## src/core_consts.svh

```systemverilog
`ifndef CORE_CONSTS_SVH
`define CORE_CONSTS_SVH

// Datapath widths
`define XLEN       32
`define REG_ADDR_W 5
`define CAUSE_W    4

// Trap vector sits this many bytes above the boot address
`define TRAP_OFFSET 256

// Exception cause codes
`define CAUSE_ILLEGAL 2

`endif

```

## src/core_pkg.sv

```systemverilog
`default_nettype none

`include "core_consts.svh"

package core_pkg;

  // Data word and address
  typedef logic [`XLEN-1:0] word_t;

  // Raw instruction word, always 32 bits for RV32I
  typedef logic [31:0] instr_t;

  // Register index
  typedef logic [`REG_ADDR_W-1:0] reg_addr_t;

  // Exception cause as reported on the commit port
  typedef logic [`CAUSE_W-1:0] cause_t;

  // ALU operations, branches share the unit for the compare
  typedef enum logic [2:0] {
    ALU_ADD,
    ALU_SUB,
    ALU_AND,
    ALU_OR,
    ALU_XOR,
    ALU_LUI,
    ALU_BEQ,
    ALU_BNE
  } alu_op_e;

endpackage

`default_nettype wire

```

## src/regfile.sv

```systemverilog
`timescale 1ns/10ps
`default_nettype none

module regfile (
  input  logic                clk_i,
  input  logic                rst_ni,
  input  core_pkg::reg_addr_t raddr_a_i,
  input  core_pkg::reg_addr_t raddr_b_i,
  output core_pkg::word_t     rdata_a_o,
  output core_pkg::word_t     rdata_b_o,
  input  logic                we_i,
  input  core_pkg::reg_addr_t waddr_i,
  input  core_pkg::word_t     wdata_i
);

  // x0 has no storage
  core_pkg::word_t mem_q [1:31];

  always_ff @(posedge clk_i or negedge rst_ni) begin
    if (!rst_ni) begin
      for (int i = 1; i < 32; i++) begin
        mem_q[i] <= '0;
      end
    end else if (we_i && waddr_i != '0) begin
      mem_q[waddr_i] <= wdata_i;
    end
  end

  assign rdata_a_o = (raddr_a_i == '0) ? '0 : mem_q[raddr_a_i];
  assign rdata_b_o = (raddr_b_i == '0) ? '0 : mem_q[raddr_b_i];

endmodule

`default_nettype wire

```

## config.mk

```make
export PLATFORM = sky130hd
export DESIGN_NAME = regfile
export DESIGN_NICKNAME = d
export VERILOG_FILES = /design/src/core_pkg.sv /design/src/regfile.sv
export VERILOG_INCLUDE_DIRS = /design/src /design/src/src
export SDC_FILE = /design/constraint.sdc
export NUM_CORES = 2
export LEC_CHECK = 0
export BUFFER_PORTS_ARGS = -buffer_cell sky130_fd_sc_hd__buf_2
export CAP_MARGIN = 20
export CORE_UTILIZATION = 25
export DETAILED_ROUTE_END_ITERATION = 10
export SLEW_MARGIN = 10
export SYNTH_ARGS = -nofsm -noshare
export SYNTH_HDL_FRONTEND = slang
export SYNTH_SLANG_ARGS = --single-unit
```

## constraint.sdc

```tcl
create_clock -name clk_i -period 1.71 [get_ports clk_i]
set_clock_uncertainty 0.1 [all_clocks]
set_input_delay 0.171 -clock clk_i [delete_from_list [all_inputs] [get_ports clk_i]]
set_output_delay 0.171 -clock clk_i [all_outputs]
set_load 0.005 [all_outputs]
```

==> flow_metrics.tcl <==
set metrics [dict create \
    ys_seq_elements 992 \
    switching_share 0.276 \
    dp.cells 6932 \
    p_switching_mw 20.8 \
    critPathRequiredTime_ns 1.44 \
    layout_common_cells "1048 x mux2_2, 992 x dfrtp_1, 579 x buf_4, 377 x mux4_2, 249 x mux2i_1" \
    status "finished, violations left" \
    synth_flop_cell "dfrtp_1" \
    fin_cells 7194 \
    vias 37100 \
    core-area_um2 212000 \
    rsz0062_at_grt "yes" \
    clock_path_buffers 3 \
    critPathMaxStageDelay_ns 0.49 \
    synth_edf_count 0 \
    startpoint "mem_q[286]" \
    p_int_mw 54.5 \
    ant_nets 0 \
    r2r_start "mem_q[688]" \
    max_freq_mhz 363 \
    wl_per_cell_um 26.8 \
    slew_viol_final 0 \
    critPathMaxFanout 2 \
    yosysSeqAreaShare 0.464 \
    reg_top3 "mem_q (992)" \
    worstSkewPairLatency_ns 0.74 \
    slew_headroom 0.436 \
    start_kind "flip-flop" \
    cp_cell_sequence "buf_6, mux4_2, mux2i_4, o211ai_1, buf_2" \
    vdd_drop_max_uv 865 \
    final_util 0.327 \
    finalSetupTns_ns -56.14 \
    fillers 20700 \
    place_ws_ns -0.895 \
    fin_nets 4333 \
    rrSetupSlack_ns 0.59 \
    cp-end-kind "output pin" \
    cts.sinks 992 \
    die_w_um 465 \
    maxCapViolations 0 \
    dieHeight_um 465 \
    p_comb_frac 0.248 \
    largest_register_ffs 992 \
    grt_pass1_wl_um 282000 \
    critical_path_class "reg -> out" \
    ioPinCount 114 \
    clockRootBuffer "clkbuf_16" \
    dieArea_um2 216000 \
    rr_endpoint "mem_q[688]" \
    antenna_found_initial 15 \
    dp_hpwl_um 131000 \
    violations "DRC, setup timing" \
    clkPwrFrac 0.337 \
    start_util 0.252 \
    fin_crit_ns 2.76 \
    std_cell_rows 169 \
    critPathArrivalTime_ns 2.49 \
    drt_iter0_markers 2948 \
    netlist_instances 3612 \
    cts_tree "built" \
    syn-cell-area_um2 53500 \
    drive_above_1_share 0.607 \
    clk_transition_reported_paths_ns 0.06 \
    via_per_inst 5.16 \
    hold_class "in -> async" \
    overflow 0 \
    hold_viol 0 \
    wl_um 193000 \
    grt.total_usage 0.177 \
    cts_buffers 103 \
    gp_congestion 0.836 \
    largest_register "mem_q" \
    worst_slew_pin_slew_ns 0.844 \
    drc 8 \
    synthArstFlopShare 1.00 \
    grt_max_degree 74 \
    powerDensity_nw_per_um2 1080 \
    post-route-period-util 1.61 \
    grt_pass1_vias 38800 \
    cpMaxStageDelayCell "mux4_2" \
    io_buffer_count 113 \
    layout_commonest_cell "mux2_2" \
    power.share.sequential 0.415 \
    area_growth_pct 30.0 \
    syn-num-nets 3662 \
    htree_levels 3 \
    crit_path_end "rdata_a_o[30]" \
    setup_slack_ns -1.05 \
    ys_types 46 \
    setup_viol 64 \
    leakage_nw 30.5 \
    dr.pass1.iters 10 \
    ys_warn_count 0 \
    avgSynthCellArea_um2 14.8 \
    reg2reg_depth 3 \
]
-- power groups by stage --
stage / sequential, mW / clock [mW] / combinational (mW)
2_1_floorplan: 30.6 / 0 / 11.1
3_3_place_gp: 31.3 / 0 / 17.5
3_5_place_dp: 31.5 / 0 / 17.9
4_1_cts: 31.2 / 25.8 / 18.5
5_1_grt: 31.8 / 26.7 / 20.0
6_report: 31.2 / 25.4 / 18.7
-- kinds of logic (layout without fill, tap and decap cells) --
group	count (synthesis)	after routing	share of synthesized area
AOI/OAI and AO/OA	303	303	0.0451
buffers and inverters	401	1160	0.0366
DFF	992	992	0.464
muxes	1713	1713	0.434
other	0	2	0
and+or+nand+nor	203	203	0.0205
-- per-stage QoR --
step	area (um2)	hold WS [ns]	total power, mW
floorplan	53800	-0.225	41.6
global placement	64400	0.000565	48.8
detailed placement	64400	-0.00371	49.4
CTS	69100	0.00377	75.4
global route	69500	0.0210	78.5
finish	69500	0.00966	75.3
-- worst min path at each step --
| stage | startpoint | end | slack [ns] | depth (start not counted) |
|---|---|---|---|---|
| floorplan | rst_ni | mem_q[0] | -0.22 | 0 |
| global placement | rst_ni | mem_q[637] | 0.0006 | 1 |
| detailed placement | rst_ni | mem_q[861] | -0.004 | 1 |
| CTS | rst_ni | mem_q[571] | 0.004 | 3 |
| global route | rst_ni | mem_q[571] | 0.02 | 3 |
| finish | rst_ni | mem_q[702] | 0.01 | 3 |
-- timing repair --
| item | CTS | global route |
|---|---|---|
| pin swaps | 42 | 24 |
| setup endpoints to repair | 64 | 247 |
| cloned | 0 | 3 |
| setup buffers | 13 | 21 |
| gates resized for setup | 110 | 44 |
| hold buffers | 36 | 0 |
| endpoints found under the hold margin | 1984 | 0 |
-- worst max-delay path, delay by kind of cell, from the launching register on --
kind                   cells  cell delay [ns]
AOI/OAI and AO/OA          1             0.29
buffers and inverters      2             0.37
DFF                        1             0.39
muxes                      2             0.69
-- per-layer routing --
metal / vias up / share of wire / wire (um) / track usage
met2: 1276 / 0.47 / 90200 / 0.282
met3: 338 / 0.060 / 11500 / 0.0288
li1: 15400 / - / - / -
met5: - / 0.00020 / 39 / 0
met1: 20100 / 0.44 / 84100 / 0.243
met4: 6 / 0.036 / 6910 / 0.0588
-- synth_stat cells (8+ instances only) --
library cell / n / area share
nand3_1: 16 / 0.0015
nand2b_1: 9 / 0.0011
nand2_1: 21 / 0.0015
o32ai_1: 8 / 0.0013
a2111oi_0: 10 / 0.0016
o21ai_0: 8 / 0.00075
mux2_2: 1050 / 0.22
nor2_1: 33 / 0.0023
buf_2: 162 / 0.015
o31a_1: 28 / 0.0046
buf_4: 38 / 0.0053
o21a_1: 8 / 0.0011
mux4_2: 377 / 0.16
clkbuf_1: 161 / 0.011
a221oi_1: 43 / 0.0070
o211ai_1: 32 / 0.0045
mux2i_1: 267 / 0.050
mux2_1: 19 / 0.0040
a221o_1: 17 / 0.0032
o22ai_1: 18 / 0.0021
nor2b_1: 44 / 0.0051
and3_1: 29 / 0.0034
dfrtp_1: 992 / 0.46
nor3_1: 32 / 0.0030
buf_1: 16 / 0.0011
a22oi_1: 102 / 0.014
buf_6: 14 / 0.0029
o22a_1: 16 / 0.0026
-- area by class of cell --
| type | instances | area, um2 | share of cell area |
|---|---|---|---|
| Timing Repair Buffer | 958 | 9860 | 0.142 |
| Clock inverter | 48 | 802 | 0.0115 |
| Multi-Input combinational cell | 2219 | 27500 | 0.395 |
| Clock buffer | 145 | 2990 | 0.0429 |
| Antenna cell | 2 | 5.00 | 0.0000720 |
| Sequential cell | 992 | 24800 | 0.357 |
| Tap cell | 2821 | 3530 | 0.0508 |
| Inverter | 9 | 33.8 | 0.000486 |
No activity file was read; power rests on OpenSTA's default activity.
