### src/core_consts.svh
`ifndef CORE_CONSTS_SVH
`define CORE_CONSTS_SVH

// Datapath widths
`define XLEN       32
`define REG_ADDR_W 5
`define CAUSE_W    4

// Trap vector sits this many bytes above the boot address
`define TRAP_OFFSET 256

// Exception cause codes
`define CAUSE_ILLEGAL 2

`endif

### src/core_pkg.sv
`default_nettype none

`include "core_consts.svh"

package core_pkg;

  // Data word and address
  typedef logic [`XLEN-1:0] word_t;

  // Raw instruction word, always 32 bits for RV32I
  typedef logic [31:0] instr_t;

  // Register index
  typedef logic [`REG_ADDR_W-1:0] reg_addr_t;

  // Exception cause as reported on the commit port
  typedef logic [`CAUSE_W-1:0] cause_t;

  // ALU operations, branches share the unit for the compare
  typedef enum logic [2:0] {
    ALU_ADD,
    ALU_SUB,
    ALU_AND,
    ALU_OR,
    ALU_XOR,
    ALU_LUI,
    ALU_BEQ,
    ALU_BNE
  } alu_op_e;

endpackage

`default_nettype wire

### src/decode_stage.sv
`timescale 1ns/10ps
`default_nettype none

module decode_stage (
  input  logic                clk_i,
  input  logic                rst_ni,
  input  logic                flush_i,
  // From fetch
  input  logic                fetch_valid_i,
  input  core_pkg::word_t     fetch_pc_i,
  input  core_pkg::instr_t    fetch_instr_i,
  // Register file read
  output core_pkg::reg_addr_t raddr_a_o,
  output core_pkg::reg_addr_t raddr_b_o,
  input  core_pkg::word_t     rdata_a_i,
  input  core_pkg::word_t     rdata_b_i,
  // Pending writes in execute and commit
  input  logic                ex_busy_i,
  input  core_pkg::reg_addr_t ex_rd_i,
  input  logic                cm_busy_i,
  input  core_pkg::reg_addr_t cm_rd_i,
  output logic                stall_o,
  // Issue register
  output logic                issue_valid_o,
  output core_pkg::word_t     issue_pc_o,
  output core_pkg::alu_op_e   issue_op_o,
  output core_pkg::reg_addr_t issue_rd_o,
  output logic                issue_we_o,
  output core_pkg::word_t     issue_a_o,
  output core_pkg::word_t     issue_b_o,
  output core_pkg::word_t     issue_imm_o,
  output logic                issue_illegal_o
);

  localparam logic [6:0] OPC_OP     = 7'b0110011;
  localparam logic [6:0] OPC_OPIMM  = 7'b0010011;
  localparam logic [6:0] OPC_LUI    = 7'b0110111;
  localparam logic [6:0] OPC_BRANCH = 7'b1100011;

  logic [6:0]          opcode;
  logic [2:0]          funct3;
  logic [6:0]          funct7;
  core_pkg::reg_addr_t rs1;
  core_pkg::reg_addr_t rs2;
  core_pkg::word_t     imm_i;
  core_pkg::word_t     imm_u;
  core_pkg::word_t     imm_b;
  core_pkg::alu_op_e   op_d;
  core_pkg::word_t     b_d;
  logic                we_d;
  logic                illegal_d;
  logic                use_a;
  logic                use_b;
  logic                hazard_a;
  logic                hazard_b;
  logic                issue_d;

  assign opcode = fetch_instr_i[6:0];
  assign funct3 = fetch_instr_i[14:12];
  assign funct7 = fetch_instr_i[31:25];
  assign rs1    = fetch_instr_i[19:15];
  assign rs2    = fetch_instr_i[24:20];

  assign imm_i = {{20{fetch_instr_i[31]}}, fetch_instr_i[31:20]};
  assign imm_u = {fetch_instr_i[31:12], 12'b0};
  assign imm_b = {{19{fetch_instr_i[31]}}, fetch_instr_i[31], fetch_instr_i[7],
                  fetch_instr_i[30:25], fetch_instr_i[11:8], 1'b0};

  // ------------------------------------------------------------
  // Decoder
  // ------------------------------------------------------------
  always_comb begin
    op_d      = core_pkg::ALU_ADD;
    b_d       = rdata_b_i;
    we_d      = 1'b0;
    illegal_d = 1'b0;
    use_a     = 1'b0;
    use_b     = 1'b0;
    case (opcode)
      OPC_OP: begin
        use_a = 1'b1;
        use_b = 1'b1;
        we_d  = 1'b1;
        case ({funct7, funct3})
          {7'b0000000, 3'b000}: op_d = core_pkg::ALU_ADD;
          {7'b0100000, 3'b000}: op_d = core_pkg::ALU_SUB;
          {7'b0000000, 3'b100}: op_d = core_pkg::ALU_XOR;
          {7'b0000000, 3'b110}: op_d = core_pkg::ALU_OR;
          {7'b0000000, 3'b111}: op_d = core_pkg::ALU_AND;
          default:              illegal_d = 1'b1;
        endcase
      end
      OPC_OPIMM: begin
        use_a = 1'b1;
        we_d  = 1'b1;
        b_d   = imm_i;
        case (funct3)
          3'b000:  op_d = core_pkg::ALU_ADD;
          3'b100:  op_d = core_pkg::ALU_XOR;
          3'b110:  op_d = core_pkg::ALU_OR;
          3'b111:  op_d = core_pkg::ALU_AND;
          default: illegal_d = 1'b1;
        endcase
      end
      OPC_LUI: begin
        op_d = core_pkg::ALU_LUI;
        we_d = 1'b1;
        b_d  = imm_u;
      end
      OPC_BRANCH: begin
        use_a = 1'b1;
        use_b = 1'b1;
        case (funct3)
          3'b000:  op_d = core_pkg::ALU_BEQ;
          3'b001:  op_d = core_pkg::ALU_BNE;
          default: illegal_d = 1'b1;
        endcase
      end
      default: illegal_d = 1'b1;
    endcase
    // Illegal encodings never write
    we_d = we_d & ~illegal_d;
  end

  // ------------------------------------------------------------
  // Hazard stall
  // ------------------------------------------------------------
  // No forwarding, so wait until the producer has left commit
  assign hazard_a = use_a && rs1 != '0 &&
                    ((ex_busy_i && ex_rd_i == rs1) || (cm_busy_i && cm_rd_i == rs1));
  assign hazard_b = use_b && rs2 != '0 &&
                    ((ex_busy_i && ex_rd_i == rs2) || (cm_busy_i && cm_rd_i == rs2));

  assign stall_o   = fetch_valid_i & (hazard_a | hazard_b);
  assign issue_d   = fetch_valid_i & ~stall_o & ~flush_i;
  assign raddr_a_o = rs1;
  assign raddr_b_o = rs2;

  // Issue register, the write enable only set alongside valid
  always_ff @(posedge clk_i or negedge rst_ni) begin
    if (!rst_ni) begin
      issue_valid_o <= 1'b0;
      issue_we_o    <= 1'b0;
    end else begin
      issue_valid_o <= issue_d;
      issue_we_o    <= issue_d & we_d;
    end
  end

  always_ff @(posedge clk_i) begin
    issue_pc_o      <= fetch_pc_i;
    issue_op_o      <= op_d;
    issue_rd_o      <= fetch_instr_i[11:7];
    issue_a_o       <= rdata_a_i;
    issue_b_o       <= b_d;
    issue_imm_o     <= imm_b;
    issue_illegal_o <= illegal_d;
  end

endmodule

`default_nettype wire

### config.mk
export PLATFORM = sky130hd
export DESIGN_NAME = decode_stage
export DESIGN_NICKNAME = d
export VERILOG_FILES = /design/src/core_pkg.sv /design/src/decode_stage.sv
export VERILOG_INCLUDE_DIRS = /design/src /design/src/src
export SDC_FILE = /design/constraint.sdc
export NUM_CORES = 1
export LEC_CHECK = 0
export BUFFER_PORTS_ARGS = -buffer_cell sky130_fd_sc_hd__buf_2
export CORE_AREA = 2 2 115 117
export DETAILED_ROUTE_END_ITERATION = 6
export DIE_AREA = 0 0 117 119
export PLACE_DENSITY = 0.58
export SLEW_MARGIN = 5
export SYNTH_ARGS = -nofsm -noshare
export SYNTH_HDL_FRONTEND = slang
export SYNTH_SLANG_ARGS = --single-unit
### constraint.sdc
create_clock -name clk_i -period 1.9 [get_ports clk_i]
set_input_delay 0.38 -clock clk_i [delete_from_list [all_inputs] [get_ports clk_i]]
set_output_delay 0.38 -clock clk_i [all_outputs]
set_load 0.05 [all_outputs]
==> results by group <==
Global routing
  • M3 GR Usage: 0.107
  • Largest net degree at the start of global routing: 25
  • Number of global-route vias before repair: 3161
  • First-pass GRT wire length: 17800 µm
  • Antenna violations before repair: 6
  • M2 GR Usage: 0.310
  • GRT Total Usage: 0.178
  • Grt total ovfl: 0
  • Busiest layer in global routing: met2
  • GRT met1 Usage: 0.172

Worst hold path
  • Min-delay worst type: input pin to flip-flop

Critical path
  • Worst setup EP type: output port
  • End of the critical path: stall_o
  • Crit. path cell count: 8
  • Req. time, crit path: 1.52 ns
  • Crit Path Max Fanout: 3
  • Setup crit start: fetch_instr_i[20]
  • Cell mode on critical path: buf_6
  • Critical Path Source Type: input pin
  • CP peak stage delay: 0.56 ns
  • Buf+Inv Stages, Crit Path: 3
  • Setup CP Type: input pin to output port
  • Slowest-stage cell, CP: or4_4
  • CP cell instances: buf_6, or4_4, o22ai_2, nor2_1, a22oi_2, buf_4, nor2b_4, buf_6
  • CP delay by family, top: simple AND/OR/NAND/NOR gates
  • CP Data Arrival Time: 1.70 ns

Route
  • Mean number of vias per cell: 4.12
  • Routed vias: 3209
  • Wire per inst: 16.3 µm
  • DR pass1 iterations: 4
  • Wirelength, routed: 12700 µm
  • Post-route ant nets: 0
  • Residual DRC count: 0
  • Initial DRC Count: 140

STA
  • Tcrit/Tclk final: 1.09
  • Slew HR: 0.340
  • Final-report hold violation count: 0
  • Final setup margin: -0.180 ns
  • Period minus WS final: 2.08 ns
  • Final setup TNS: -0.180 ns
  • Worst-Margin Slew: 0.990 ns
  • Max Slew Vio Count: 0
  • RSZ-0062 raised after global routing: yes
  • Fmax: 481 MHz
  • Final setup fails: 1
  • Hold_ws: 0.0680 ns

Logic synthesis
  • Mapped Area: 3510 µm²
  • Yosys Warn Count: 0
  • Net Count, Synth: 439
  • Register area share after synthesis: 0.652
  • Mapped Cells: 295
  • Leading area contributor after synthesis: dfxtp_1
  • Post-synth cell types: 38
  • Area contributors post-synth: dfxtp_1, buf_4, a221o_1
  • Avg Inst Size Synth: 11.9 µm²
  • Share of the synthesized area in the top cell type: 0.638
  • Flops & latches, synth: 114

Layout
  • Design area: 5740 µm²
  • Layout cells sized above 1: 0.600
  • Post-route non-filler standard cell count: 779
  • Fin util: 0.446
  • Synth-to-Final Area Change: 63.3%
  • Final #Nets: 728

Clocking
  • Maximum clock path buffer count: 2
  • Postcts setup bufs: 0
  • Num CTS Buffers: 17
  • CTS tree: done
  • Htree depth: 4
  • Clock Pin Slew Worst Setup and Hold Paths: 0.06 ns
  • # clock sinks: 114
  • CTS Root Cell: clkbuf_16

Power and ir drop
  • Power Total: 6.69 mW
  • Pwr Density: 1170 nW/µm²
  • Worst VDD drop: 0.474 mV
  • Leak pwr: 2.85 nW

Placed design
  • Cells after DPL: 740
  • Worst slack, placed: -0.422 ns
  • RePlAce Congestion: 0.816
  • Dpl hpwl: 10300 µm
  • Post-DP Area: 5080 µm²
  • IO buf count: 292

Floorplanning
  • Die height: 119 µm
  • Core footprint: 12900 µm²
  • Starting Density: 0.273
  • Die Wd: 117 µm
  • I/O Pins: 294
  • Row cnt: 42
  • Die ar.: 13900 µm²

Status
  • Outcome: complete, but fails checks
  • Failing checks: negative setup slack

Job
  • Max cap viols: 0
==> cell families after synthesis <==
logic type      synth area share
xor+xnor                  0.0498
simple gates               0.103
other cells              0.00107
flops                      0.652
buf+inv                   0.0894
compound gates             0.101
mux                      0.00320
==> power breakdown <==
group / internal, mW / leakage (nW) / total (mW) / switching [mW]
Clock: 1.84 / 0.275 / 3.00 / 1.15
Combinational: 0.315 / 1.60 / 1.13 / 0.817
Sequential: 2.52 / 0.971 / 2.56 / 0.0331
==> flip-flops by register name, summed over array words and instances (netlist names) <==
name	flops
issue_imm_o	8
issue_we_o	1
issue_illegal_o	1
issue_b_o	32
issue_a_o	32
issue_valid_o	1
issue_pc_o	32
issue_rd_o	4
issue_op_o	3
==> metal layers <==
layer | part of all wire | wire [µm] | vias to the layer above
met1 | 0.35 | 4450 | 1444
met4 | 0.018 | 225 | 2
li1 | - | - | 1580
met2 | 0.51 | 6460 | 167
met3 | 0.12 | 1560 | 16
met5 | 0.0010 | 13 | -
==> worst min-delay path by stage <==
stage                   startpoint              to  slack (ns)  cells past startpoint
floorplan                   rst_ni   issue_valid_o        0.08                      0
CTS                  rdata_a_i[11]   issue_a_o[11]        0.05                      1
global placement            rst_ni   issue_valid_o        0.16                      1
finish               rdata_a_i[11]   issue_a_o[11]        0.07                      1
global route        fetch_pc_i[14]  issue_pc_o[14]        0.05                      1
detailed placement          rst_ni      issue_we_o        0.17                      1
==> synth_stat cells (all sizes together) <==
| cell type | n |
|---|---|
| a22oi | 2 |
| a221o | 19 |
| nand2b | 2 |
| nor2b | 3 |
| conb | 1 |
| nand2 | 34 |
| a21oi | 1 |
| a311o | 1 |
| a221oi | 1 |
| mux2 | 1 |
| and3 | 1 |
| clkbuf | 5 |
| nand4 | 4 |
| nor4 | 2 |
| nor3 | 3 |
| nor2 | 9 |
| nand3b | 1 |
| o21ba | 1 |
| or3 | 1 |
| xnor2 | 20 |
| and3b | 1 |
| dfrtp | 2 |
| o22ai | 3 |
| a31oi | 1 |
| buf | 39 |
| o211ai | 1 |
| nor4bb | 1 |
| dfxtp | 112 |
| or4 | 4 |
| o21ai | 14 |
| and2 | 2 |
| and4b | 1 |
| a21o | 2 |
==> final cells by class <==
cell class / count / area, µm²
timing repair buffer: 314 / 1670
clock buffer: 18 / 439
multi-input combinational: 137 / 967
tap: 176 / 220
fill: 1248 / 7140
clock inverter: 14 / 131
antenna: 6 / 15.0
sequential: 114 / 2290
==> cell usage in the layout, fill, tap and decap left out, types with 2 or more instances in the layout <==
master,Yosys,final
buf_12,0,2
nand2_1,34,34
clkinv_2,0,3
diode_2,0,6
o22ai_2,0,2
inv_6,0,2
o21ai_0,14,14
dfrtp_1,2,2
and2_1,2,2
or4_1,4,3
clkinv_4,0,4
a221o_1,19,19
a21o_1,2,2
buf_2,2,289
dfxtp_1,112,112
nand2b_1,2,2
buf_6,2,3
buf_4,35,19
nor2_1,8,8
clkbuf_16,0,17
nor2b_1,3,2
nor3_1,2,2
clkinvlp_4,0,3
nand4_1,4,4
xnor2_1,20,20
==> what timing repair did <==
item	in CTS	in global routing
hold buffers	1	0
resized for setup	9	2
hold endpoints to repair	2	0
gates cloned	0	0
setup endpoints to repair	1	1
pin swaps	4	0
Power figures use the tool's default switching activity.
