===== src/core_consts.svh =====
`ifndef CORE_CONSTS_SVH
`define CORE_CONSTS_SVH

// Datapath widths
`define XLEN       32
`define REG_ADDR_W 5
`define CAUSE_W    4

// Trap vector sits this many bytes above the boot address
`define TRAP_OFFSET 256

// Exception cause codes
`define CAUSE_ILLEGAL 2

`endif


===== src/core_pkg.sv =====
`default_nettype none

`include "core_consts.svh"

package core_pkg;

  // Data word and address
  typedef logic [`XLEN-1:0] word_t;

  // Raw instruction word, always 32 bits for RV32I
  typedef logic [31:0] instr_t;

  // Register index
  typedef logic [`REG_ADDR_W-1:0] reg_addr_t;

  // Exception cause as reported on the commit port
  typedef logic [`CAUSE_W-1:0] cause_t;

  // ALU operations, branches share the unit for the compare
  typedef enum logic [2:0] {
    ALU_ADD,
    ALU_SUB,
    ALU_AND,
    ALU_OR,
    ALU_XOR,
    ALU_LUI,
    ALU_BEQ,
    ALU_BNE
  } alu_op_e;

endpackage

`default_nettype wire


===== src/controller.sv =====
`timescale 1ns/10ps
`default_nettype none

`include "core_consts.svh"

module controller (
  input  core_pkg::word_t boot_addr_i,
  input  logic            ex_valid_i,
  input  logic            branch_taken_i,
  input  core_pkg::word_t branch_target_i,
  output logic            set_pc_o,
  output core_pkg::word_t pc_target_o,
  output logic            flush_if_o,
  output logic            flush_id_o,
  output logic            flush_ex_o
);

  core_pkg::word_t trap_vector;

  assign trap_vector = boot_addr_i + core_pkg::word_t'(`TRAP_OFFSET);

  // Exception beats a branch resolving in the same cycle
  assign set_pc_o    = ex_valid_i | branch_taken_i;
  assign pc_target_o = ex_valid_i ? trap_vector : branch_target_i;

  // A branch kills the two younger instructions in fetch and decode
  assign flush_if_o = set_pc_o;
  assign flush_id_o = set_pc_o;
  // The execute result is only dropped on a trap
  assign flush_ex_o = ex_valid_i;

endmodule

`default_nettype wire


===== config.mk =====
export PLATFORM = sky130hd
export DESIGN_NAME = controller
export DESIGN_NICKNAME = d
export VERILOG_FILES = /design/src/core_pkg.sv /design/src/controller.sv
export VERILOG_INCLUDE_DIRS = /design/src /design/src/src
export SDC_FILE = /design/constraint.sdc
export NUM_CORES = 1
export LEC_CHECK = 0
export BUFFER_PORTS_ARGS = -buffer_cell sky130_fd_sc_hd__buf_2
export CAP_MARGIN = 0
export CORE_MARGIN = 2
export CORE_UTILIZATION = 35
export DETAILED_ROUTE_END_ITERATION = 7
export PLACE_DENSITY = 0.87
export SKIP_LAST_GASP = 1
export SLEW_MARGIN = 20
export SYNTH_ARGS = -nofsm -noshare
export SYNTH_HDL_FRONTEND = slang
export SYNTH_SLANG_ARGS = --single-unit

===== constraint.sdc =====
create_clock -name vclk -period 1.7
set_input_delay 0.17 -clock vclk [all_inputs]
set_output_delay 0.17 -clock vclk [all_outputs]
set_load 0.05 [all_outputs]

==> impl_metrics.sql, run 1 <==
INSERT INTO impl_metrics (metric_group, metric, value, unit) VALUES
('routing', 'drt-wirelength-per-cell', '19.8', 'um'),
('run', 'cap_violations', '0', ''),
('finish', 'most-common-layout-cells', 'sky130_fd_sc_hd__buf_2 (80), sky130_fd_sc_hd__buf_4 (38), sky130_fd_sc_hd__nor2_1 (21), sky130_fd_sc_hd__buf_6 (21), sky130_fd_sc_hd__a21oi_4 (12)', ''),
('finish', 'final_util', '0.918', ''),
('finish', 'layout.filler_cells', '103', ''),
('finish', 'post_layout_nonfiller_instances', '297', ''),
('die', 'design.die.area', '2870', 'um^2'),
('finish', 'register_area', '0', 'um^2'),
('routing', 'route.detailed.drc', '0', ''),
('critical_path', 'path_class', 'in -> out', ''),
('sta', 'max_slew_headroom', '0.784', ''),
('power_and_ir_drop', 'power_frac_clock', '0', ''),
('critical_path', 'timing.critical_path.to_type', 'output port', ''),
('die', 'die_y_extent', '53.6', 'um'),
('sta', 'timing.final.ws_setup', '-0.255', 'ns'),
('finish', 'flow.area_growth_from_synthesis', '143', '%'),
('routing', 'drt_pass1_iterations', '4', ''),
('sta', 'setup_tns', '-1.03', 'ns'),
('sta', 'setup-violations-final', '8', ''),
('finish', 'finalNetCount', '338', ''),
('power_and_ir_drop', 'power.share.switching', '0.632', ''),
('die', 'floorplan.initialDensity', '0.378', ''),
('sta', 'fmax', '512', 'MHz'),
('sta', 'worst-slew-pin-transition', '0.322', 'ns'),
('critical_path', 'worst_path_dominant_cell_family', 'simple AND/OR/NAND/NOR gates', ''),
('global_route', 'vias_in_the_first_global_route', '1449', ''),
('finish', 'clkbuf_count', '0', ''),
('critical_path', 'crit_top_cell', 'sky130_fd_sc_hd__buf_6', ''),
('sta', 'final_min_period', '1.95', 'ns'),
('global_route', 'gr-usage-all-layers', '0.268', ''),
('critical_path', 'worstSetupStartpointType', 'primary input', ''),
('placement', 'dp.cells', '292', ''),
('finish', 'fraction_of_layout_instances_using_a_drive_strength_above_1', '0.680', ''),
('critical_path', 'crit_buf_inv', '2', ''),
('placement', 'post-dp-hpwl', '3.23', 'mm'),
('die', 'die_x', '53.6', 'um'),
('global_route', 'wire_length_of_the_first_global_routing_pass', '5.82', 'mm'),
('synthesis', 'synth_largest_area_cell', 'sky130_fd_sc_hd__mux2_2', ''),
('critical_path', 'worst_ep_required_time', '1.53', 'ns'),
('power_and_ir_drop', 'power_report.internal_total', '0.278', 'mW'),
('global_route', 'pin_count_of_the_biggest_net_entering_global_routing', '37', ''),
('outcome', 'failing_checks', 'negative setup slack', ''),
('finish', 'layout.cells.most_common', 'sky130_fd_sc_hd__buf_2', ''),
('routing', 'vias', '1793', ''),
('critical_path', 'critical-path-max-stage-delay', '0.60', 'ns'),
('critical_path', 'worstPathCellList', 'buf_6, nand4_1, or4_4, or3_4, a31oi_4, buf_6', ''),
('placement', 'rd_place_congestion', '0.768', ''),
('global_route', 'antenna_violations_before_repair', '0', ''),
('synthesis', 'synth.yosys.seq_area_share', '0', ''),
('global_route', 'overall_overflow_remaining_after_global_route', '0', ''),
('die', 'row_count', '17', ''),
('synthesis', 'mappedNetlistNets', '207', ''),
('routing', 'routed_via_density', '6.04', ''),
('synthesis', 'synth.avg_cell_area', '6.14', 'um^2'),
('power_and_ir_drop', 'leakage', '0.944', 'nW'),
('finish', 'numSequentialCells', '0', ''),
('power_and_ir_drop', 'sequentialPowerShare', '0', ''),
('routing', 'drt_iter0_markers', '84', ''),
('synthesis', 'synth.yosys.warnings', '0', ''),
('outcome', 'outcome', 'finished, violations left', ''),
('synthesis', 'syn_inst', '140', ''),
('sta', 'unrepaired_setup_endpoints_after_global_routing', 'yes', ''),
('critical_path', 'critPathArrivalTime', '1.78', 'ns'),
('sta', 'post-route-period-util', '1.15', ''),
('power_and_ir_drop', 'netsw', '0.478', 'mW'),
('die', 'floorplan.io_pins', '102', ''),
('routing', 'detail-route-antenna-nets', '0', ''),
('routing', 'routed_wirelength', '5.87', 'mm'),
('synthesis', 'synth.top_cell.area_share', '0.118', ''),
('die', 'coreArea', '2280', 'um^2'),
('critical_path', 'critical_path_peak_fanout', '7', '');
through the flow:
| stage | hold slack (ns) | instance area, um^2 |
|---|---|---|
| floorplan | 0.507 | 1080 |
| global placement | 0.726 | 1830 |
| detailed placement | 0.742 | 1830 |
| CTS | 0.719 | 1980 |
| global route | 0.710 | 2090 |
| finish | 0.698 | 2090 |
cell type report:
cell class	instances	area, um^2	area share
Tap cell	28	35.0	0.0168
Timing Repair Buffer	141	957	0.458
Multi-Input combinational cell	124	1080	0.518
Inverter	4	15.0	0.00719
Yosys cell counts, types with 3 or more instances:
master and number:
sky130_fd_sc_hd__or3_1 3, sky130_fd_sc_hd__mux2_2 9, sky130_fd_sc_hd__nor3_1 5, sky130_fd_sc_hd__buf_4 3, sky130_fd_sc_hd__nand2_1 10, sky130_fd_sc_hd__xor2_1 5
sky130_fd_sc_hd__a31oi_1 4, sky130_fd_sc_hd__clkbuf_1 6, sky130_fd_sc_hd__nand4_1 6, sky130_fd_sc_hd__nor2_1 21, sky130_fd_sc_hd__o21ai_0 5, sky130_fd_sc_hd__a21oi_1 16
sky130_fd_sc_hd__inv_1 3, sky130_fd_sc_hd__nor4_1 3, sky130_fd_sc_hd__mux2i_1 3, sky130_fd_sc_hd__nand3_1 10, sky130_fd_sc_hd__xnor2_1 9
logic make-up after synthesis:
| group | synth area share |
|---|---|
| simple gates | 0.425 |
| xor+xnor | 0.143 |
| fa+ha+maj | 0.0146 |
| buf+inv | 0.0844 |
| compound gates | 0.180 |
| mux | 0.153 |
routing by layer:
metal,track usage,up-vias,wire length (um)
met1,0.257,801,1890
met4,0.0427,0,456
li1,-,767,-
met2,0.601,172,3000
met3,0.0167,53,516
met5,0,-,0
worst paths after layout:
check	from	depth (start not counted)	slack, ns	end
max	boot_addr_i[9]	6	-0.25	pc_target_o[31]
min	branch_target_i[26]	4	0.70	pc_target_o[26]
what timing repair did:
| action | CTS | global route |
|---|---|---|
| endpoints found under the setup margin | 13 | 12 |
| setup buffers | 2 | 4 |
| pin swaps | 6 | 3 |
| resized for setup | 32 | 20 |
worst min-delay path, delay by kind of cell:
family / cells / cell delay, ns
buffers and inverters: 2 / 0.25
AND/OR/NAND/NOR: 2 / 0.10
power groups by stage:
| stage | clock network, mW | registers (mW) | logic, mW |
|---|---|---|---|
| after floorplan | 0 | 0 | 0.438 |
| after global placement | 0 | 0 | 0.648 |
| after detailed placement | 0 | 0 | 0.662 |
| after CTS | 0 | 0 | 0.700 |
| after global routing | 0 | 0 | 0.782 |
| final | 0 | 0 | 0.756 |
No activity file was read; power rests on OpenSTA's default activity.
==> run 2, diff against run 1 <==
CELL_PAD_IN_SITES_DETAIL_PLACEMENT = 1   (was not set)
CELL_PAD_IN_SITES_GLOBAL_PLACEMENT = 1   (was not set)
CORE_ASPECT_RATIO = 0.75   (was not set)
CORE_UTILIZATION = 20   (was 35)
PLACE_DENSITY = 0.85   (was 0.87)
SLEW_MARGIN = not set   (was 20)
==> run 2 against run 1 <==
- first-iteration DRC count decreased by 67%
- maximum frequency grew 3.9%
- non-clock buffer count increased by 3
- hold slack is essentially flat
- final cell count rose by 10%
- die area grew 69%
- global-route usage shrank 9.4 points
- final area increased by 5.6%
- setup slack better by 0.073 ns
- combinational power is 1% lower
- utilization decreased by 38 points
- critical endpoint unchanged
- the flow still finishes with violations (negative setup slack)
==> impl_metrics.sql, run 2 (synthesized netlist as in run 1, its figures left out) <==
INSERT INTO impl_metrics (metric_group, metric, value, unit) VALUES
('finish', 'most-common-layout-cells', 'sky130_fd_sc_hd__buf_2 (78), sky130_fd_sc_hd__buf_4 (38), sky130_fd_sc_hd__buf_6 (22)', ''),
('finish', 'stdcell_area', '2210', 'um^2'),
('sta', 'final_min_period', '1.88', 'ns'),
('sta', 'report.final.hold_viol_count', '0', ''),
('die', 'coreArea', '4080', 'um^2'),
('power_and_ir_drop', 'power.density_cell_area', '338', 'nW/um^2'),
('die', 'floorplan.initialDensity', '0.211', ''),
('global_route', 'wire_length_of_the_first_global_routing_pass', '6.81', 'mm'),
('critical_path', 'worst_ep_required_time', '1.53', 'ns'),
('run', 'cap_violations', '0', ''),
('global_route', 'pin_count_of_the_biggest_net_entering_global_routing', '28', ''),
('finish', 'register_area', '0', 'um^2'),
('routing', 'routed_via_density', '4.73', ''),
('critical_path', 'worstPathCellList', 'buf_2, nand4_4, or4_4, or3_4, a31oi_4, buf_6', ''),
('routing', 'drt_iter0_markers', '28', ''),
('die', 'design.die.area', '4840', 'um^2'),
('global_route', 'overall_overflow_remaining_after_global_route', '0', ''),
('critical_path', 'critical-path-max-stage-delay', '0.58', 'ns'),
('power_and_ir_drop', 'worst_ir_drop_vdd', '0.188', 'mV'),
('sta', 'slew_viol_final', '0', ''),
('sta', 'unrepaired_setup_endpoints_after_global_routing', 'yes', ''),
('die', 'row_count', '20', ''),
('placement', 'port_buffers', '102', ''),
('power_and_ir_drop', 'leakage', '0.987', 'nW'),
('finish', 'fraction_of_layout_instances_using_a_drive_strength_above_1', '0.702', ''),
('die', 'floorplan.io_pins', '102', ''),
('sta', 'setup-violations-final', '7', ''),
('finish', 'antenna-diode-count', '0', ''),
('power_and_ir_drop', 'finalPower', '0.747', 'mW'),
('finish', 'flow.area_growth_from_synthesis', '157', '%'),
('critical_path', 'crit_buf_inv', '2', ''),
('outcome', 'outcome', 'finished, violations left', ''),
('sta', 'fmax', '531', 'MHz'),
('sta', 'post-route-period-util', '1.11', ''),
('outcome', 'failing_checks', 'negative setup slack', ''),
('finish', 'layout.cells.most_common', 'sky130_fd_sc_hd__buf_2', ''),
('critical_path', 'critical_path_peak_fanout', '4', ''),
('sta', 'max_slew_headroom', '0.789', ''),
('routing', 'drt-wirelength-per-cell', '14.2', 'um'),
('placement', 'post-dp-hpwl', '3.76', 'mm'),
('routing', 'drt_pass1_iterations', '2', ''),
('finish', 'numSequentialCells', '0', ''),
('sta', 'worst-slew-pin-transition', '0.314', 'ns'),
('placement', 'placedInstanceArea', '1900', 'um^2'),
('critical_path', 'critPathArrivalTime', '1.71', 'ns'),
('routing', 'route.detailed.drc', '0', ''),
('critical_path', 'worst_path_dominant_cell_family', 'simple AND/OR/NAND/NOR gates', ''),
('finish', 'finalNetCount', '341', ''),
('placement', 'dp_worst_setup_slack', '-0.375', 'ns'),
('routing', 'vias', '1547', ''),
('placement', 'rd_place_congestion', '0.756', ''),
('sta', 'setup_tns', '-0.701', 'ns'),
('sta', 'timing.final.ws_setup', '-0.182', 'ns'),
('finish', 'multi_input_comb_area', '1120', 'um^2'),
('die', 'die_x', '79.7', 'um'),
('finish', 'layout.filler_cells', '508', ''),
('global_route', 'antenna_violations_before_repair', '0', ''),
('critical_path', 'path_class', 'in -> out', ''),
('routing', 'routed_wirelength', '4.64', 'mm'),
('global_route', 'vias_in_the_first_global_route', '1543', ''),
('finish', 'clkbuf_count', '0', ''),
('clock_network', 'holdBufCountCts', '0', ''),
('min_path', 'worst_hold_path_type', 'in -> out', ''),
('global_route', 'gr-usage-all-layers', '0.173', ''),
('routing', 'detail-route-antenna-nets', '0', ''),
('critical_path', 'worstSetupStartpointType', 'primary input', ''),
('die', 'die_y_extent', '60.8', 'um'),
('critical_path', 'crit_slowest_cell', 'sky130_fd_sc_hd__or4_4', ''),
('critical_path', 'timing.critical_path.to_type', 'output port', '');
==> run 2: metal layers <==
| layer | wire length, um | GRT usage | vias up |
|---|---|---|---|
| met5 | 0 | 0 | - |
| met4 | 14 | 0.0123 | 0 |
| met3 | 223 | 0.0104 | 2 |
| met2 | 2530 | 0.360 | 47 |
| met1 | 1870 | 0.205 | 728 |
| li1 | - | - | 770 |
==> run 2: where the power goes <==
part / internal, mW / leakage, nW / total [mW] / switching (mW)
logic: 0.291 / 0.987 / 0.747 / 0.456
registers: 0 / 0 / 0 / 0
clock network: 0 / 0 / 0 / 0
==> run 2: timing repair <==
action,in CTS,in global routing
gates cloned,0,0
resized for setup,30,35
pin swaps,8,9
setup endpoints to repair,13,16
setup buffers,2,2
==> run 2: area by class of cell <==
class | count | area share
Tap cell | 55 | 0.0312
Inverter | 4 | 0.00680
Timing Repair Buffer | 144 | 0.454
Multi-Input combinational cell | 124 | 0.509
==> run 2: path summary, 6_finish.rpt <==
kind | start | to | slack [ns] | depth (start not counted)
worst max-delay path | boot_addr_i[15] | pc_target_o[31] | -0.18 | 6
worst min-delay path | branch_target_i[26] | pc_target_o[26] | 0.70 | 4
==> run 2: stage by stage <==
step                      hold WS, ns  cells  utilization
after CTS                       0.700    325        0.501
after floorplan                 0.507    140            -
final                           0.697    327        0.541
after global placement          0.740    323        0.467
after detailed placement        0.763    323        0.467
after global routing            0.717    327        0.541
==> run 3, diff against run 2 <==
GPL_TIMING_DRIVEN = 0   (was not set)
==> run 3 against run 2 <==
- the flow still finishes with violations (negative setup slack)
- combinational power fell by 7.0%
- hold slack got worse by 0.054 ns
- highest routed layer is now met3
- utilization fell by 5.5 points
- critical path depth unchanged
- flip-flop and latch count did not move
- final area decreased by 10%
- clock-buffer cell count unchanged
- via count fell by 6.1%
- routed wire length down 7.4%
- critical path type unchanged
- maximum frequency rose by 0.56%
==> impl_metrics.sql, run 3 (synthesized netlist as in run 1, its figures left out) <==
INSERT INTO impl_metrics (metric_group, metric, value, unit) VALUES
('routing', 'vias', '1453', ''),
('critical_path', 'critical_path_peak_fanout', '7', ''),
('finish', 'fraction_of_layout_instances_using_a_drive_strength_above_1', '0.673', ''),
('routing', 'route.detailed.drc', '0', ''),
('global_route', 'pin_count_of_the_biggest_net_entering_global_routing', '11', ''),
('power_and_ir_drop', 'finalPower', '0.695', 'mW'),
('die', 'floorplan.initialDensity', '0.211', ''),
('finish', 'post_layout_nonfiller_instances', '306', ''),
('finish', 'stdcell_area', '1980', 'um^2'),
('min_path', 'worst_hold_path_type', 'in -> out', ''),
('finish', 'numSequentialCells', '0', ''),
('sta', 'unrepaired_setup_endpoints_after_global_routing', 'yes', ''),
('global_route', 'overall_overflow_remaining_after_global_route', '0', ''),
('finish', 'layout.cells.most_common', 'sky130_fd_sc_hd__buf_2', ''),
('sta', 'slew_viol_final', '0', ''),
('critical_path', 'worstPathCellList', 'buf_6, nand4_4, or4_4, or3_4, a31oi_4, buf_6', ''),
('sta', 'setup-violations-final', '8', ''),
('outcome', 'outcome', 'finished, violations left', ''),
('routing', 'routed-wl-met2', '2.28', 'mm'),
('outcome', 'failing_checks', 'negative setup slack', ''),
('placement', 'port_buffers', '100', ''),
('finish', 'finalNetCount', '320', ''),
('sta', 'post-route-period-util', '1.10', ''),
('routing', 'detail-route-antenna-nets', '0', ''),
('critical_path', 'timing.critical_path.to_type', 'output port', ''),
('sta', 'worst_hold_slack', '0.643', 'ns'),
('global_route', 'gr-usage-all-layers', '0.169', ''),
('routing', 'drt-wirelength-per-cell', '14.0', 'um'),
('placement', 'dp.cells', '295', ''),
('finish', 'clkbuf_count', '0', ''),
('placement', 'post-dp-hpwl', '3.39', 'mm'),
('die', 'die_y_extent', '60.8', 'um'),
('critical_path', 'critPathArrivalTime', '1.70', 'ns'),
('placement', 'placedInstanceArea', '1650', 'um^2'),
('global_route', 'wire_length_of_the_first_global_routing_pass', '6.67', 'mm'),
('critical_path', 'path_class', 'in -> out', ''),
('finish', 'register_area', '0', 'um^2'),
('critical_path', 'crit_slowest_cell', 'sky130_fd_sc_hd__or4_4', ''),
('sta', 'fmax', '534', 'MHz'),
('die', 'floorplan.io_pins', '102', ''),
('sta', 'report.final.hold_viol_count', '0', ''),
('critical_path', 'worst_ep_required_time', '1.53', 'ns'),
('global_route', 'vias_in_the_first_global_route', '1431', ''),
('critical_path', 'critical-path-max-stage-delay', '0.58', 'ns'),
('routing', 'routed_wirelength', '4.29', 'mm'),
('sta', 'max_slew_headroom', '0.772', ''),
('die', 'coreArea', '4080', 'um^2'),
('routing', 'met1Wirelength', '1.78', 'mm'),
('sta', 'timing.final.ws_setup', '-0.171', 'ns'),
('finish', 'antenna-diode-count', '0', ''),
('routing', 'drt_iter0_markers', '15', ''),
('routing', 'highest_layer', 'met3', ''),
('run', 'cap_violations', '0', ''),
('critical_path', 'worstSetupStartpointType', 'primary input', ''),
('finish', 'flow.area_growth_from_synthesis', '131', '%'),
('sta', 'final_min_period', '1.87', 'ns'),
('global_route', 'antenna_violations_before_repair', '0', ''),
('sta', 'worst-slew-pin-transition', '0.338', 'ns'),
('die', 'design.die.area', '4840', 'um^2'),
('power_and_ir_drop', 'worst_ir_drop_vdd', '0.148', 'mV'),
('power_and_ir_drop', 'power.density_cell_area', '351', 'nW/um^2'),
('routing', 'drt_pass1_iterations', '4', ''),
('finish', 'most-common-layout-cells', 'sky130_fd_sc_hd__buf_2 (77), sky130_fd_sc_hd__buf_4 (21), sky130_fd_sc_hd__nor2_1 (20)', ''),
('clock_network', 'holdBufCountCts', '0', ''),
('routing', 'routed_via_density', '4.75', ''),
('critical_path', 'crit_top_cell', 'sky130_fd_sc_hd__buf_6', ''),
('placement', 'rd_place_congestion', '0.703', ''),
('die', 'die_x', '79.7', 'um'),
('die', 'row_count', '20', ''),
('power_and_ir_drop', 'leakage', '0.853', 'nW'),
('routing', 'met3WireLength', '239', 'um');
[run 3: cell count changes in the layout (fill, tap and decap cells not counted), moves of 2 or more]
cell	before	now
sky130_fd_sc_hd__buf_12	2	0
sky130_fd_sc_hd__buf_4	38	21
sky130_fd_sc_hd__buf_6	22	13
sky130_fd_sc_hd__buf_8	1	4
sky130_fd_sc_hd__clkbuf_2	0	4
sky130_fd_sc_hd__xnor2_1	6	8
sky130_fd_sc_hd__xnor2_2	3	1
[run 3: metal layers]
layer / global-route usage / vias up
li1: - / 728
met1: 0.205 / 680
met2: 0.351 / 45
met3: 0.0104 / 0
met4: 0 / 0
met5: 0 / -
[run 3: cell type report]
cell class / count / area (um^2)
Buffer: 11 / 66.3
Tap cell: 55 / 68.8
Fill cell: 528 / 2100
Multi-Input combinational cell: 124 / 1100
Inverter: 4 / 17.5
Timing Repair Buffer: 112 / 729
[run 3: worst paths after layout]
kind	startpoint	endpoint	slack [ns]	depth (start not counted)
min	ex_valid_i	flush_ex_o	0.64	2
max	boot_addr_i[14]	pc_target_o[31]	-0.17	6
[run 3: power breakdown]
group          total [mW]  leakage [nW]  internal [mW]  switching (mW)
clock                   0             0              0               0
sequential              0             0              0               0
combinational       0.695         0.853          0.251           0.444
total               0.695         0.853          0.251           0.444
[run 3: timing repair]
item | 4_1_cts | 5_1_grt
buffers inserted | 10 | 2
gates resized for setup | 45 | 28
pin swaps | 6 | 5
endpoints found under the setup margin | 22 | 20
[run 3: critical path: cells and delay by family]
kind	cells	cell delay [ns]
buffers and inverters	2	0.27
AND/OR/NAND/NOR	3	1.09
AO/OA/AOI/OAI	1	0.17
[run 3: stage by stage]
stage | setup slack [ns] | utilization | setup TNS (ns)
detailed placement | -0.742 | 0.405 | -8.04
global route | -0.221 | 0.486 | -1.69
global placement | -0.713 | 0.405 | -7.57
CTS | -0.212 | 0.459 | -0.817
finish | -0.171 | 0.486 | -0.915
floorplan | -0.211 | - | -1.21
